==> src/logic/thumb_ctrl_pkg.sv <==
`default_nettype none

package thumb_ctrl_pkg;

    typedef logic [15:0] instr_t;
    typedef logic [31:0] word_t;
    typedef logic [3:0]  reg_addr_t;
    typedef logic [15:0] reg_list_t;
    typedef logic [4:0]  beat_t;

    localparam reg_addr_t SP_REG        = 4'd13;
    localparam int        LR_BIT        = 14;
    localparam int        PC_BIT        = 15;
    localparam word_t     BYTES_PER_REG = 32'd4;

    // top five opcode bits, matched with casez
    localparam logic [4:0] OP_SHIFT_IMM = 5'b00???;
    localparam logic [4:0] OP_DATA_PROC = 5'b01000;
    localparam logic [4:0] OP_LS_REG    = 5'b0101?;
    localparam logic [4:0] OP_LS_IMM    = 5'b011??;
    localparam logic [4:0] OP_LS_HALF   = 5'b1000?;
    localparam logic [4:0] OP_LS_SP     = 5'b1001?;
    localparam logic [4:0] OP_MISC      = 5'b1011?;
    localparam logic [4:0] OP_STM       = 5'b11000;
    localparam logic [4:0] OP_LDM       = 5'b11001;

    // misc group, bits 11:9
    localparam logic [2:0] MISC_PUSH = 3'b010;
    localparam logic [2:0] MISC_POP  = 3'b110;

    // shift/add/sub/mov/cmp group, bits 13:9
    localparam logic [4:0] LSL_IMM  = 5'b000??;
    localparam logic [4:0] LSR_IMM  = 5'b001??;
    localparam logic [4:0] ASR_IMM  = 5'b010??;
    localparam logic [4:0] ADD_REG  = 5'b01100;
    localparam logic [4:0] SUB_REG  = 5'b01101;
    localparam logic [4:0] ADD_IMM3 = 5'b01110;
    localparam logic [4:0] SUB_IMM3 = 5'b01111;
    localparam logic [4:0] MOV_IMM8 = 5'b100??;
    localparam logic [4:0] CMP_IMM8 = 5'b101??;
    localparam logic [4:0] ADD_IMM8 = 5'b110??;
    localparam logic [4:0] SUB_IMM8 = 5'b111??;

    // data-processing group, bits 9:6
    localparam logic [3:0] DP_AND = 4'h0;
    localparam logic [3:0] DP_EOR = 4'h1;
    localparam logic [3:0] DP_LSL = 4'h2;
    localparam logic [3:0] DP_LSR = 4'h3;
    localparam logic [3:0] DP_ASR = 4'h4;
    localparam logic [3:0] DP_ADC = 4'h5;
    localparam logic [3:0] DP_SBC = 4'h6;
    localparam logic [3:0] DP_ROR = 4'h7;
    localparam logic [3:0] DP_TST = 4'h8;
    localparam logic [3:0] DP_RSB = 4'h9;
    localparam logic [3:0] DP_CMP = 4'hA;
    localparam logic [3:0] DP_CMN = 4'hB;
    localparam logic [3:0] DP_ORR = 4'hC;
    localparam logic [3:0] DP_MUL = 4'hD;
    localparam logic [3:0] DP_BIC = 4'hE;
    localparam logic [3:0] DP_MVN = 4'hF;

    typedef enum logic [3:0] {
        ALU_ADD, ALU_SUB, ALU_AND, ALU_OR, ALU_XOR, ALU_NOT,
        ALU_BIT_CLEAR, ALU_MULT, ALU_LSL, ALU_LSR, ALU_ASR, ALU_ROR
    } alu_op_e;

    typedef enum logic [1:0] {SRC_REG, SRC_IMM, SRC_ZERO, SRC_OFFSET} operand_src_e;
    typedef enum logic {WB_ALU, WB_MEM} wb_src_e;
    typedef enum logic {ADDR_INSTR, ADDR_CTRL} addr_src_e;
    typedef enum logic [2:0] {BLK_NONE, BLK_PUSH, BLK_POP, BLK_STM, BLK_LDM} block_kind_e;

    typedef struct packed {
        logic         valid;
        logic         mem_write;
        logic         mem_read;
        logic         reg_write;
        wb_src_e      wb_src;
        operand_src_e alu_a_src;
        operand_src_e alu_b_src;
        alu_op_e      alu_op;
        addr_src_e    reg_addr2_src;
        addr_src_e    dest_addr_src;
        reg_addr_t    reg_addr;
        word_t        offset_imm;
    } ctrl_t;

    typedef struct packed {
        block_kind_e kind;
        reg_list_t   list;
        reg_addr_t   base;
    } block_req_t;

endpackage

`default_nettype wire

==> src/logic/reglist_scan.sv <==
`timescale 1ns/1ps
`default_nettype none

module reglist_scan (
    input  thumb_ctrl_pkg::reg_list_t  list_i,
    input  thumb_ctrl_pkg::reg_list_t  pending_i,
    input  wire logic                  descending_i,
    output thumb_ctrl_pkg::reg_addr_t  next_reg_o,
    output thumb_ctrl_pkg::reg_list_t  next_onehot_o,
    output logic                       more_o,
    output thumb_ctrl_pkg::beat_t      count_o
);

    thumb_ctrl_pkg::reg_list_t masked;
    thumb_ctrl_pkg::reg_addr_t lowest;
    thumb_ctrl_pkg::reg_addr_t highest;

    assign masked = list_i & pending_i;
    assign more_o = |masked;

    always_comb begin
        lowest  = '0;
        highest = '0;
        count_o = '0;
        // later hits win, so scan each way once
        for (int i = 15; i >= 0; i--) begin
            if (masked[i]) begin
                lowest = thumb_ctrl_pkg::reg_addr_t'(i);
            end
        end
        for (int i = 0; i < 16; i++) begin
            if (masked[i]) begin
                highest = thumb_ctrl_pkg::reg_addr_t'(i);
            end
            count_o = count_o + thumb_ctrl_pkg::beat_t'(list_i[i]);
        end
    end

    assign next_reg_o    = descending_i ? highest : lowest;
    assign next_onehot_o = more_o ? (16'd1 << next_reg_o) : '0;

endmodule

`default_nettype wire

==> src/logic/op_decoder.sv <==
`timescale 1ns/1ps
`default_nettype none

module op_decoder (
    input  thumb_ctrl_pkg::instr_t     instr_i,
    output thumb_ctrl_pkg::ctrl_t      base_ctrl_o,
    output thumb_ctrl_pkg::block_req_t block_req_o
);

    logic [4:0] top_op;
    logic       reg_form_load;

    assign top_op = instr_i[15:11];
    // register form loads also show up as bits 10:9 both set
    assign reg_form_load = instr_i[11] || (instr_i[10:9] == 2'b11);

    always_comb begin
        base_ctrl_o.valid         = 1'b1;
        base_ctrl_o.mem_write     = 1'b0;
        base_ctrl_o.mem_read      = 1'b0;
        base_ctrl_o.reg_write     = 1'b0;
        base_ctrl_o.wb_src        = thumb_ctrl_pkg::WB_ALU;
        base_ctrl_o.alu_a_src     = thumb_ctrl_pkg::SRC_REG;
        base_ctrl_o.alu_b_src     = thumb_ctrl_pkg::SRC_REG;
        base_ctrl_o.alu_op        = thumb_ctrl_pkg::ALU_ADD;
        base_ctrl_o.reg_addr2_src = thumb_ctrl_pkg::ADDR_INSTR;
        base_ctrl_o.dest_addr_src = thumb_ctrl_pkg::ADDR_INSTR;
        base_ctrl_o.reg_addr      = '0;
        base_ctrl_o.offset_imm    = '0;
        block_req_o.kind          = thumb_ctrl_pkg::BLK_NONE;
        block_req_o.list          = '0;
        block_req_o.base          = '0;

        casez (top_op)
            thumb_ctrl_pkg::OP_SHIFT_IMM: begin
                base_ctrl_o.reg_write = 1'b1;
                base_ctrl_o.alu_b_src = thumb_ctrl_pkg::SRC_IMM;
                casez (instr_i[13:9])
                    thumb_ctrl_pkg::LSL_IMM: base_ctrl_o.alu_op = thumb_ctrl_pkg::ALU_LSL;
                    thumb_ctrl_pkg::LSR_IMM: base_ctrl_o.alu_op = thumb_ctrl_pkg::ALU_LSR;
                    thumb_ctrl_pkg::ASR_IMM: base_ctrl_o.alu_op = thumb_ctrl_pkg::ALU_ASR;
                    thumb_ctrl_pkg::ADD_REG: base_ctrl_o.alu_b_src = thumb_ctrl_pkg::SRC_REG;
                    thumb_ctrl_pkg::SUB_REG: begin
                        base_ctrl_o.alu_op    = thumb_ctrl_pkg::ALU_SUB;
                        base_ctrl_o.alu_b_src = thumb_ctrl_pkg::SRC_REG;
                    end
                    thumb_ctrl_pkg::ADD_IMM3, thumb_ctrl_pkg::ADD_IMM8: ;
                    thumb_ctrl_pkg::SUB_IMM3, thumb_ctrl_pkg::SUB_IMM8: begin
                        base_ctrl_o.alu_op = thumb_ctrl_pkg::ALU_SUB;
                    end
                    thumb_ctrl_pkg::MOV_IMM8: base_ctrl_o.alu_a_src = thumb_ctrl_pkg::SRC_ZERO;
                    thumb_ctrl_pkg::CMP_IMM8: begin
                        base_ctrl_o.alu_op    = thumb_ctrl_pkg::ALU_SUB;
                        base_ctrl_o.reg_write = 1'b0;
                    end
                    default: ;
                endcase
            end
            thumb_ctrl_pkg::OP_DATA_PROC: begin
                // bit 10 set is the special-register group, not kept
                base_ctrl_o.valid     = !instr_i[10];
                base_ctrl_o.reg_write = !instr_i[10];
                case (instr_i[9:6])
                    thumb_ctrl_pkg::DP_AND: base_ctrl_o.alu_op = thumb_ctrl_pkg::ALU_AND;
                    thumb_ctrl_pkg::DP_EOR: base_ctrl_o.alu_op = thumb_ctrl_pkg::ALU_XOR;
                    thumb_ctrl_pkg::DP_LSL: base_ctrl_o.alu_op = thumb_ctrl_pkg::ALU_LSL;
                    thumb_ctrl_pkg::DP_LSR: base_ctrl_o.alu_op = thumb_ctrl_pkg::ALU_LSR;
                    thumb_ctrl_pkg::DP_ASR: base_ctrl_o.alu_op = thumb_ctrl_pkg::ALU_ASR;
                    thumb_ctrl_pkg::DP_ADC: base_ctrl_o.alu_op = thumb_ctrl_pkg::ALU_ADD;
                    thumb_ctrl_pkg::DP_SBC: base_ctrl_o.alu_op = thumb_ctrl_pkg::ALU_SUB;
                    thumb_ctrl_pkg::DP_ROR: base_ctrl_o.alu_op = thumb_ctrl_pkg::ALU_ROR;
                    thumb_ctrl_pkg::DP_TST: begin
                        base_ctrl_o.alu_op    = thumb_ctrl_pkg::ALU_AND;
                        base_ctrl_o.reg_write = 1'b0;
                    end
                    thumb_ctrl_pkg::DP_RSB: begin
                        base_ctrl_o.alu_op    = thumb_ctrl_pkg::ALU_SUB;
                        base_ctrl_o.alu_a_src = thumb_ctrl_pkg::SRC_ZERO;
                    end
                    thumb_ctrl_pkg::DP_CMP: begin
                        base_ctrl_o.alu_op    = thumb_ctrl_pkg::ALU_SUB;
                        base_ctrl_o.reg_write = 1'b0;
                    end
                    thumb_ctrl_pkg::DP_CMN: base_ctrl_o.reg_write = 1'b0;
                    thumb_ctrl_pkg::DP_ORR: base_ctrl_o.alu_op = thumb_ctrl_pkg::ALU_OR;
                    thumb_ctrl_pkg::DP_MUL: base_ctrl_o.alu_op = thumb_ctrl_pkg::ALU_MULT;
                    thumb_ctrl_pkg::DP_BIC: base_ctrl_o.alu_op = thumb_ctrl_pkg::ALU_BIT_CLEAR;
                    thumb_ctrl_pkg::DP_MVN: base_ctrl_o.alu_op = thumb_ctrl_pkg::ALU_NOT;
                endcase
            end
            thumb_ctrl_pkg::OP_LS_REG: begin
                base_ctrl_o.wb_src    = thumb_ctrl_pkg::WB_MEM;
                base_ctrl_o.reg_write = reg_form_load;
                base_ctrl_o.mem_read  = reg_form_load;
                base_ctrl_o.mem_write = !reg_form_load;
            end
            thumb_ctrl_pkg::OP_LS_IMM, thumb_ctrl_pkg::OP_LS_HALF,
            thumb_ctrl_pkg::OP_LS_SP: begin
                base_ctrl_o.alu_b_src = thumb_ctrl_pkg::SRC_IMM;
                base_ctrl_o.wb_src    = thumb_ctrl_pkg::WB_MEM;
                base_ctrl_o.reg_write = instr_i[11];
                base_ctrl_o.mem_read  = instr_i[11];
                base_ctrl_o.mem_write = !instr_i[11];
            end
            thumb_ctrl_pkg::OP_MISC: begin
                // LR sits at bit 14 for push, PC at bit 15 for pop
                if (instr_i[11:9] == thumb_ctrl_pkg::MISC_PUSH) begin
                    block_req_o.kind = thumb_ctrl_pkg::BLK_PUSH;
                    block_req_o.list = {1'b0, instr_i[8], 6'b0, instr_i[7:0]};
                    block_req_o.base = thumb_ctrl_pkg::SP_REG;
                end else if (instr_i[11:9] == thumb_ctrl_pkg::MISC_POP) begin
                    block_req_o.kind = thumb_ctrl_pkg::BLK_POP;
                    block_req_o.list = {instr_i[8], 7'b0, instr_i[7:0]};
                    block_req_o.base = thumb_ctrl_pkg::SP_REG;
                end else begin
                    base_ctrl_o.valid = 1'b0;
                end
            end
            thumb_ctrl_pkg::OP_STM, thumb_ctrl_pkg::OP_LDM: begin
                block_req_o.kind = instr_i[11] ? thumb_ctrl_pkg::BLK_LDM : thumb_ctrl_pkg::BLK_STM;
                block_req_o.list = {8'b0, instr_i[7:0]};
                block_req_o.base = {1'b0, instr_i[10:8]};
            end
            default: base_ctrl_o.valid = 1'b0;
        endcase
    end

endmodule

`default_nettype wire

==> src/logic/block_transfer_ctrl.sv <==
`timescale 1ns/1ps
`default_nettype none

module block_transfer_ctrl (
    input  wire logic                  clk_i,
    input  wire logic                  rst_i,
    input  thumb_ctrl_pkg::ctrl_t      base_ctrl_i,
    input  thumb_ctrl_pkg::block_req_t block_req_i,
    output thumb_ctrl_pkg::ctrl_t      ctrl_o,
    output logic                       stall_o
);

    thumb_ctrl_pkg::reg_list_t pending;
    thumb_ctrl_pkg::beat_t     beat_k;
    logic                      base_loaded;

    thumb_ctrl_pkg::reg_addr_t next_reg;
    thumb_ctrl_pkg::reg_list_t next_onehot;
    thumb_ctrl_pkg::beat_t     list_count;
    logic                      more;
    logic                      descending;
    thumb_ctrl_pkg::word_t     bytes_n;
    thumb_ctrl_pkg::word_t     bytes_k;

    // LDM walks the list from the top down
    assign descending = (block_req_i.kind == thumb_ctrl_pkg::BLK_LDM);

    reglist_scan u_reglist_scan (
        .list_i        (block_req_i.list),
        .pending_i     (pending),
        .descending_i  (descending),
        .next_reg_o    (next_reg),
        .next_onehot_o (next_onehot),
        .more_o        (more),
        .count_o       (list_count)
    );

    assign bytes_n = thumb_ctrl_pkg::word_t'(list_count) * thumb_ctrl_pkg::BYTES_PER_REG;
    assign bytes_k = thumb_ctrl_pkg::word_t'(beat_k) * thumb_ctrl_pkg::BYTES_PER_REG;
    assign stall_o = (block_req_i.kind != thumb_ctrl_pkg::BLK_NONE) && more;

    always_comb begin
        ctrl_o = base_ctrl_i;
        if (block_req_i.kind != thumb_ctrl_pkg::BLK_NONE) begin
            ctrl_o.alu_b_src = thumb_ctrl_pkg::SRC_OFFSET;
            ctrl_o.reg_addr  = next_reg;
        end
        case (block_req_i.kind)
            thumb_ctrl_pkg::BLK_PUSH: begin
                ctrl_o.alu_op = thumb_ctrl_pkg::ALU_SUB;
                if (more) begin
                    ctrl_o.mem_write     = 1'b1;
                    ctrl_o.reg_addr2_src = thumb_ctrl_pkg::ADDR_CTRL;
                    ctrl_o.offset_imm    = bytes_n - bytes_k;
                end else begin
                    ctrl_o.reg_write     = 1'b1;
                    ctrl_o.reg_addr      = thumb_ctrl_pkg::SP_REG;
                    ctrl_o.dest_addr_src = thumb_ctrl_pkg::ADDR_CTRL;
                    ctrl_o.offset_imm    = bytes_n;
                end
            end
            thumb_ctrl_pkg::BLK_POP: begin
                ctrl_o.dest_addr_src = thumb_ctrl_pkg::ADDR_CTRL;
                ctrl_o.offset_imm    = bytes_k;
                if (more) begin
                    ctrl_o.reg_write = 1'b1;
                    ctrl_o.mem_read  = 1'b1;
                    ctrl_o.wb_src    = thumb_ctrl_pkg::WB_MEM;
                end else begin
                    ctrl_o.reg_addr  = thumb_ctrl_pkg::SP_REG;
                    ctrl_o.reg_write = block_req_i.list[thumb_ctrl_pkg::PC_BIT];
                end
            end
            thumb_ctrl_pkg::BLK_STM: begin
                if (more) begin
                    ctrl_o.mem_write     = 1'b1;
                    ctrl_o.reg_addr2_src = thumb_ctrl_pkg::ADDR_CTRL;
                    ctrl_o.offset_imm    = bytes_k;
                end else begin
                    ctrl_o.reg_write     = 1'b1;
                    ctrl_o.reg_addr      = block_req_i.base;
                    ctrl_o.dest_addr_src = thumb_ctrl_pkg::ADDR_CTRL;
                    ctrl_o.offset_imm    = bytes_n;
                end
            end
            thumb_ctrl_pkg::BLK_LDM: begin
                ctrl_o.dest_addr_src = thumb_ctrl_pkg::ADDR_CTRL;
                if (more) begin
                    ctrl_o.reg_write  = 1'b1;
                    ctrl_o.mem_read   = 1'b1;
                    ctrl_o.wb_src     = thumb_ctrl_pkg::WB_MEM;
                    ctrl_o.offset_imm = bytes_n - thumb_ctrl_pkg::BYTES_PER_REG - bytes_k;
                end else begin
                    // a loaded base keeps its loaded value
                    ctrl_o.reg_write  = !base_loaded;
                    ctrl_o.reg_addr   = block_req_i.base;
                    ctrl_o.offset_imm = bytes_n;
                end
            end
            default: ;
        endcase
    end

    always_ff @(posedge clk_i) begin
        if (rst_i || !stall_o) begin
            pending     <= '1;
            beat_k      <= '0;
            base_loaded <= 1'b0;
        end else begin
            pending <= pending & ~next_onehot;
            beat_k  <= beat_k + 5'd1;
            if (descending && (next_reg == block_req_i.base)) begin
                base_loaded <= 1'b1;
            end
        end
    end

    // single-beat instructions only arrive once the walk is idle
    assert property (@(posedge clk_i) disable iff (rst_i)
        (block_req_i.kind == thumb_ctrl_pkg::BLK_NONE) |-> (pending == '1) && (beat_k == '0));

    // the walk ends before the beat count passes the list size
    assert property (@(posedge clk_i) disable iff (rst_i) beat_k <= list_count);

endmodule

`default_nettype wire

==> src/logic/thumb_ctrl_top.sv <==
`timescale 1ns/1ps
`default_nettype none

module thumb_ctrl_top (
    input  wire logic                   clk_i,
    input  wire logic                   rst_i,
    input  thumb_ctrl_pkg::instr_t      instr_i,
    output thumb_ctrl_pkg::ctrl_t       ctrl_o,
    output logic                        stall_o
);

    thumb_ctrl_pkg::ctrl_t      base_ctrl;
    thumb_ctrl_pkg::block_req_t block_req;

    op_decoder u_op_decoder (
        .instr_i     (instr_i),
        .base_ctrl_o (base_ctrl),
        .block_req_o (block_req)
    );

    // sequences the multi-register transfers, passes the rest through
    block_transfer_ctrl u_block_transfer_ctrl (
        .clk_i       (clk_i),
        .rst_i       (rst_i),
        .base_ctrl_i (base_ctrl),
        .block_req_i (block_req),
        .ctrl_o      (ctrl_o),
        .stall_o     (stall_o)
    );

endmodule

`default_nettype wire

==> config.mk <==
export PLATFORM = sky130hd
export DESIGN_NAME = thumb_ctrl_top
export DESIGN_NICKNAME = d
export VERILOG_FILES = /design/src/logic/thumb_ctrl_pkg.sv /design/src/logic/reglist_scan.sv /design/src/logic/op_decoder.sv /design/src/logic/block_transfer_ctrl.sv /design/src/logic/thumb_ctrl_top.sv
export SDC_FILE = /design/constraint.sdc
export NUM_CORES = 1
export LEC_CHECK = 0
export ABC_CLOCK_PERIOD_IN_PS = 10400
export BUFFER_PORTS_ARGS = -buffer_cell sky130_fd_sc_hd__buf_2
export CAP_MARGIN = 20
export CORE_ASPECT_RATIO = 1.4
export CORE_MARGIN = 2
export CORE_UTILIZATION = 40
export CTS_CLUSTER_DIAMETER = 80
export DETAILED_ROUTE_END_ITERATION = 8
export PLACE_DENSITY = 0.6
export SLEW_MARGIN = 10
export SYNTH_ARGS = -nofsm -noshare
export SYNTH_HDL_FRONTEND = slang
export SYNTH_SLANG_ARGS = --single-unit
export TNS_END_PERCENT = 1
==> constraint.sdc <==
create_clock -name clk_i -period 10.4 [get_ports clk_i]
set_input_delay 2.08 -clock clk_i [delete_from_list [all_inputs] [get_ports clk_i]]
set_output_delay 2.08 -clock clk_i [all_outputs]
set_load 0.02 [all_outputs]
==> flow_summary.toml <==
[drt]
detailedRoute.firstPassIterationCount = 5
viasPerCell = 5.96
wirelength_um = 8140
wl_per_cell_um = 16.5
route.antenna.remaining_nets = 0
number_of_vias_in_the_routed_layout = 2939
detail_route.drc_violations = 0
detailedRoute.firstIterationViolations = 183

[global_route]
grt_remaining_overflow = 0
grt_max_degree = 25
antenna_found_initial = 0
wire_length_of_the_first_global_routing_pass_um = 13200
grt_use_total_pct = 22.3
first_global_vias = 2810

[layout]
fillers = 708
post-route-cell-area_um2 = 3020
final_layout_size_suffix_gt1_share_pct = 22.0
post_layout_nonfiller_instances = 493
antenna-diode-count = 0
top_library_cells_by_usage_in_the_layout_fill_and_taps_aside = "sky130_fd_sc_hd__buf_2, sky130_fd_sc_hd__nand2_1, sky130_fd_sc_hd__a21oi_1"
utilization_pct = 46.0
number_of_nets_in_the_layout = 465
area_growth_from_synthesis_to_layout_pct = 12.0
layout.cells.most_common = "sky130_fd_sc_hd__buf_2"

[worst_setup_path]
cpPeakStageDelay_ns = 0.54
r2r.worst_path.cells = 7
critical_path.n_buffers_inverters = 8
setup_slack_reg_to_reg_ns = 7.77
worstPathMaxFanout = 16
worst_setup_path_endpoint = "ctrl_o[17]"
critPathRequiredTime_ns = 8.32
crit_path_category = "input pin to output pin"
worstSetupStartpoint = "instr_i[13]"
worstSetupPathDepth = 27
worstReg2RegEnd = "u_block_transfer_ctrl.pending[6]"
reg2reg_from = "u_block_transfer_ctrl.pending[2]"
family_with_the_most_delay_on_the_worst_path = "adder cells"
crit_path_arrival_time_ns = 7.93
cp-end-kind = "output pin"
crit_slowest_cell = "sky130_fd_sc_hd__fa_1"
worstSetupStartpointType = "input pin"

[floorplan]
start_util_pct = 41.0
fp.dieW_um = 73.4
die_area_um2 = 7420
core_area_um2 = 6570
die_height_um = 101
floorplan.io_pins = 70
row_count = 35

[sta]
fin_hold_ws_ns = 0.480
fmax_ghz = 0.0999
post-route-period-util_pct = 96.3
worst-slew-pin-transition_ns = 0.987
hold_viol = 0
maxSlewHeadroom_pct = 34.0
fin_setup_tns_ns = 0
timing.final.ws_setup_ns = 0.389
grt_setup_unrepaired = "false"
timing_max_transition_violations_final = 0
setup_viol = 0
finalClockSkew_ns = 0.00213
final_period_minus_worst_setup_slack_ns = 10.01

[min_path]
min-delay-path-class = "flop to flop"

[pwr]
leakage_power_figure_nw = 1.36
power-per-cell-area_nw_per_um2 = 69.9
vdd_ir_drop_max_v = 0.0000650
totalPowerFinal_uw = 211

[run_status]
run_status = "completed"

[yosys]
syn_avg_cell_area_um2 = 7.13
top_ff_cell_synth = "sky130_fd_sc_hd__dfxtp_1"
ys_ff_latch = 16
synth_edf_count = 0
cells_after_synthesis = 378
yosysWarningCount = 0
netlist-cell-type-count = 69
seq_area_frac_synth_pct = 11.9
synth-async-reset-ratio_pct = 0
synth.cell_area_um2 = 2700

[clock_network]
clock-sinks = 16
root_buffer = "sky130_fd_sc_hd__clkbuf_8"
cts.reportedPaths.clkPinSlew_ns = 0.07
clock_latency_ns = 0.26
cts-buffers-inserted = 3
cts_buffer_depth = 2
clock_tree_from_tritoncts = "done"
ctsHoldBuffers = 0
htreeDepth = 1

[placed_design]
post-dp-hpwl_um = 6340
gp_routability_congestion = 0.888
detailed_place.area_um2 = 2960
post-place-ws_ns = 0.351
dpl.cell_count = 489
io_buffers = 66

[run]
timing.max_cap.violations = 0
==> flip-flops by register name, summed over array words and instances, names as in the netlist <==
register,flops
u_block_transfer_ctrl.beat_k,5
u_block_transfer_ctrl.base_loaded,1
u_block_transfer_ctrl.pending,10
==> power by group <==
| part | total [mW] | leakage [nW] | switching [mW] | internal, mW |
|---|---|---|---|---|
| registers | 0.0618 | 0.129 | 0.000351 | 0.0615 |
| logic | 0.0914 | 1.20 | 0.0578 | 0.0336 |
| clock network | 0.0577 | 0.0288 | 0.0240 | 0.0337 |
==> Yosys cell counts, drive strengths merged, types with 8 or more instances <==
cell     n  area [um2]
a21oi   35         186
and2     8        50.1
buf     20         154
clkbuf  18        67.6
dfxtp   16         320
fa       8         160
ha      19         238
inv     29         109
nand2   39         146
nand2b  10        70.1
nor2    26         108
o21ai   26         138
or3      9        56.3
==> worst min-delay path by stage <==
stage               slack [ns]                                end  depth (start not counted)                              start
floorplan                 0.43  u_block_transfer_ctrl.base_loaded                          2  u_block_transfer_ctrl.base_loaded
global placement          0.46  u_block_transfer_ctrl.pending[14]                          2  u_block_transfer_ctrl.pending[14]
CTS                       0.48  u_block_transfer_ctrl.pending[14]                          2  u_block_transfer_ctrl.pending[14]
global route              0.49  u_block_transfer_ctrl.pending[14]                          2  u_block_transfer_ctrl.pending[14]
detailed placement        0.47  u_block_transfer_ctrl.pending[14]                          2  u_block_transfer_ctrl.pending[14]
finish                    0.48  u_block_transfer_ctrl.pending[14]                          2  u_block_transfer_ctrl.pending[14]
==> worst register-to-register path, delay by kind of cell, from the launching register on <==
| family | cells | cell delay, ns |
|---|---|---|
| AO/OA/AOI/OAI | 3 | 1.17 |
| buffers and inverters | 1 | 0.25 |
| flip-flops | 1 | 0.34 |
| AND/OR/NAND/NOR | 3 | 0.82 |
==> per-layer routing <==
metal  GRT usage (%)  routed length, um  vias up
met5               0                  0        -
met4            8.95                181        0
met3            1.70                375       19
met2            40.0               4200      114
met1            27.0               3390     1382
li1                -                  -     1424
==> cells by family (layout without fill, tap and decap cells) <==
logic type | count (synthesis) | after routing | share of synthesized area, %
AND/OR/NAND/NOR | 139 | 139 | 28.3
multiplexers | 2 | 2 | 0.743
XOR/XNOR | 9 | 9 | 2.92
buffers and inverters | 67 | 106 | 12.3
flip-flops | 16 | 16 | 11.9
AO/OA/AOI/OAI | 117 | 117 | 29.0
other | 1 | 3 | 0.139
adder cells (fa/ha/maj) | 27 | 27 | 14.8
==> cell type report <==
class                   count  area, um2  share of cell area [%]
inverters                  29        109                    3.61
repair buffers             73        383                    12.7
flip-flops and latches     16        320                    10.6
multi-input cells         297       2060                    68.2
clock buffers               4       55.1                    1.82
well taps                  74       92.6                    3.07
==> repair_timing <==
| item | in CTS | in global routing |
|---|---|---|
| setup endpoints to repair | 0 | 3 |
| buffers inserted | 0 | 0 |
| resized for setup | 0 | 2 |
No activity file was read; power rests on OpenSTA's default activity.
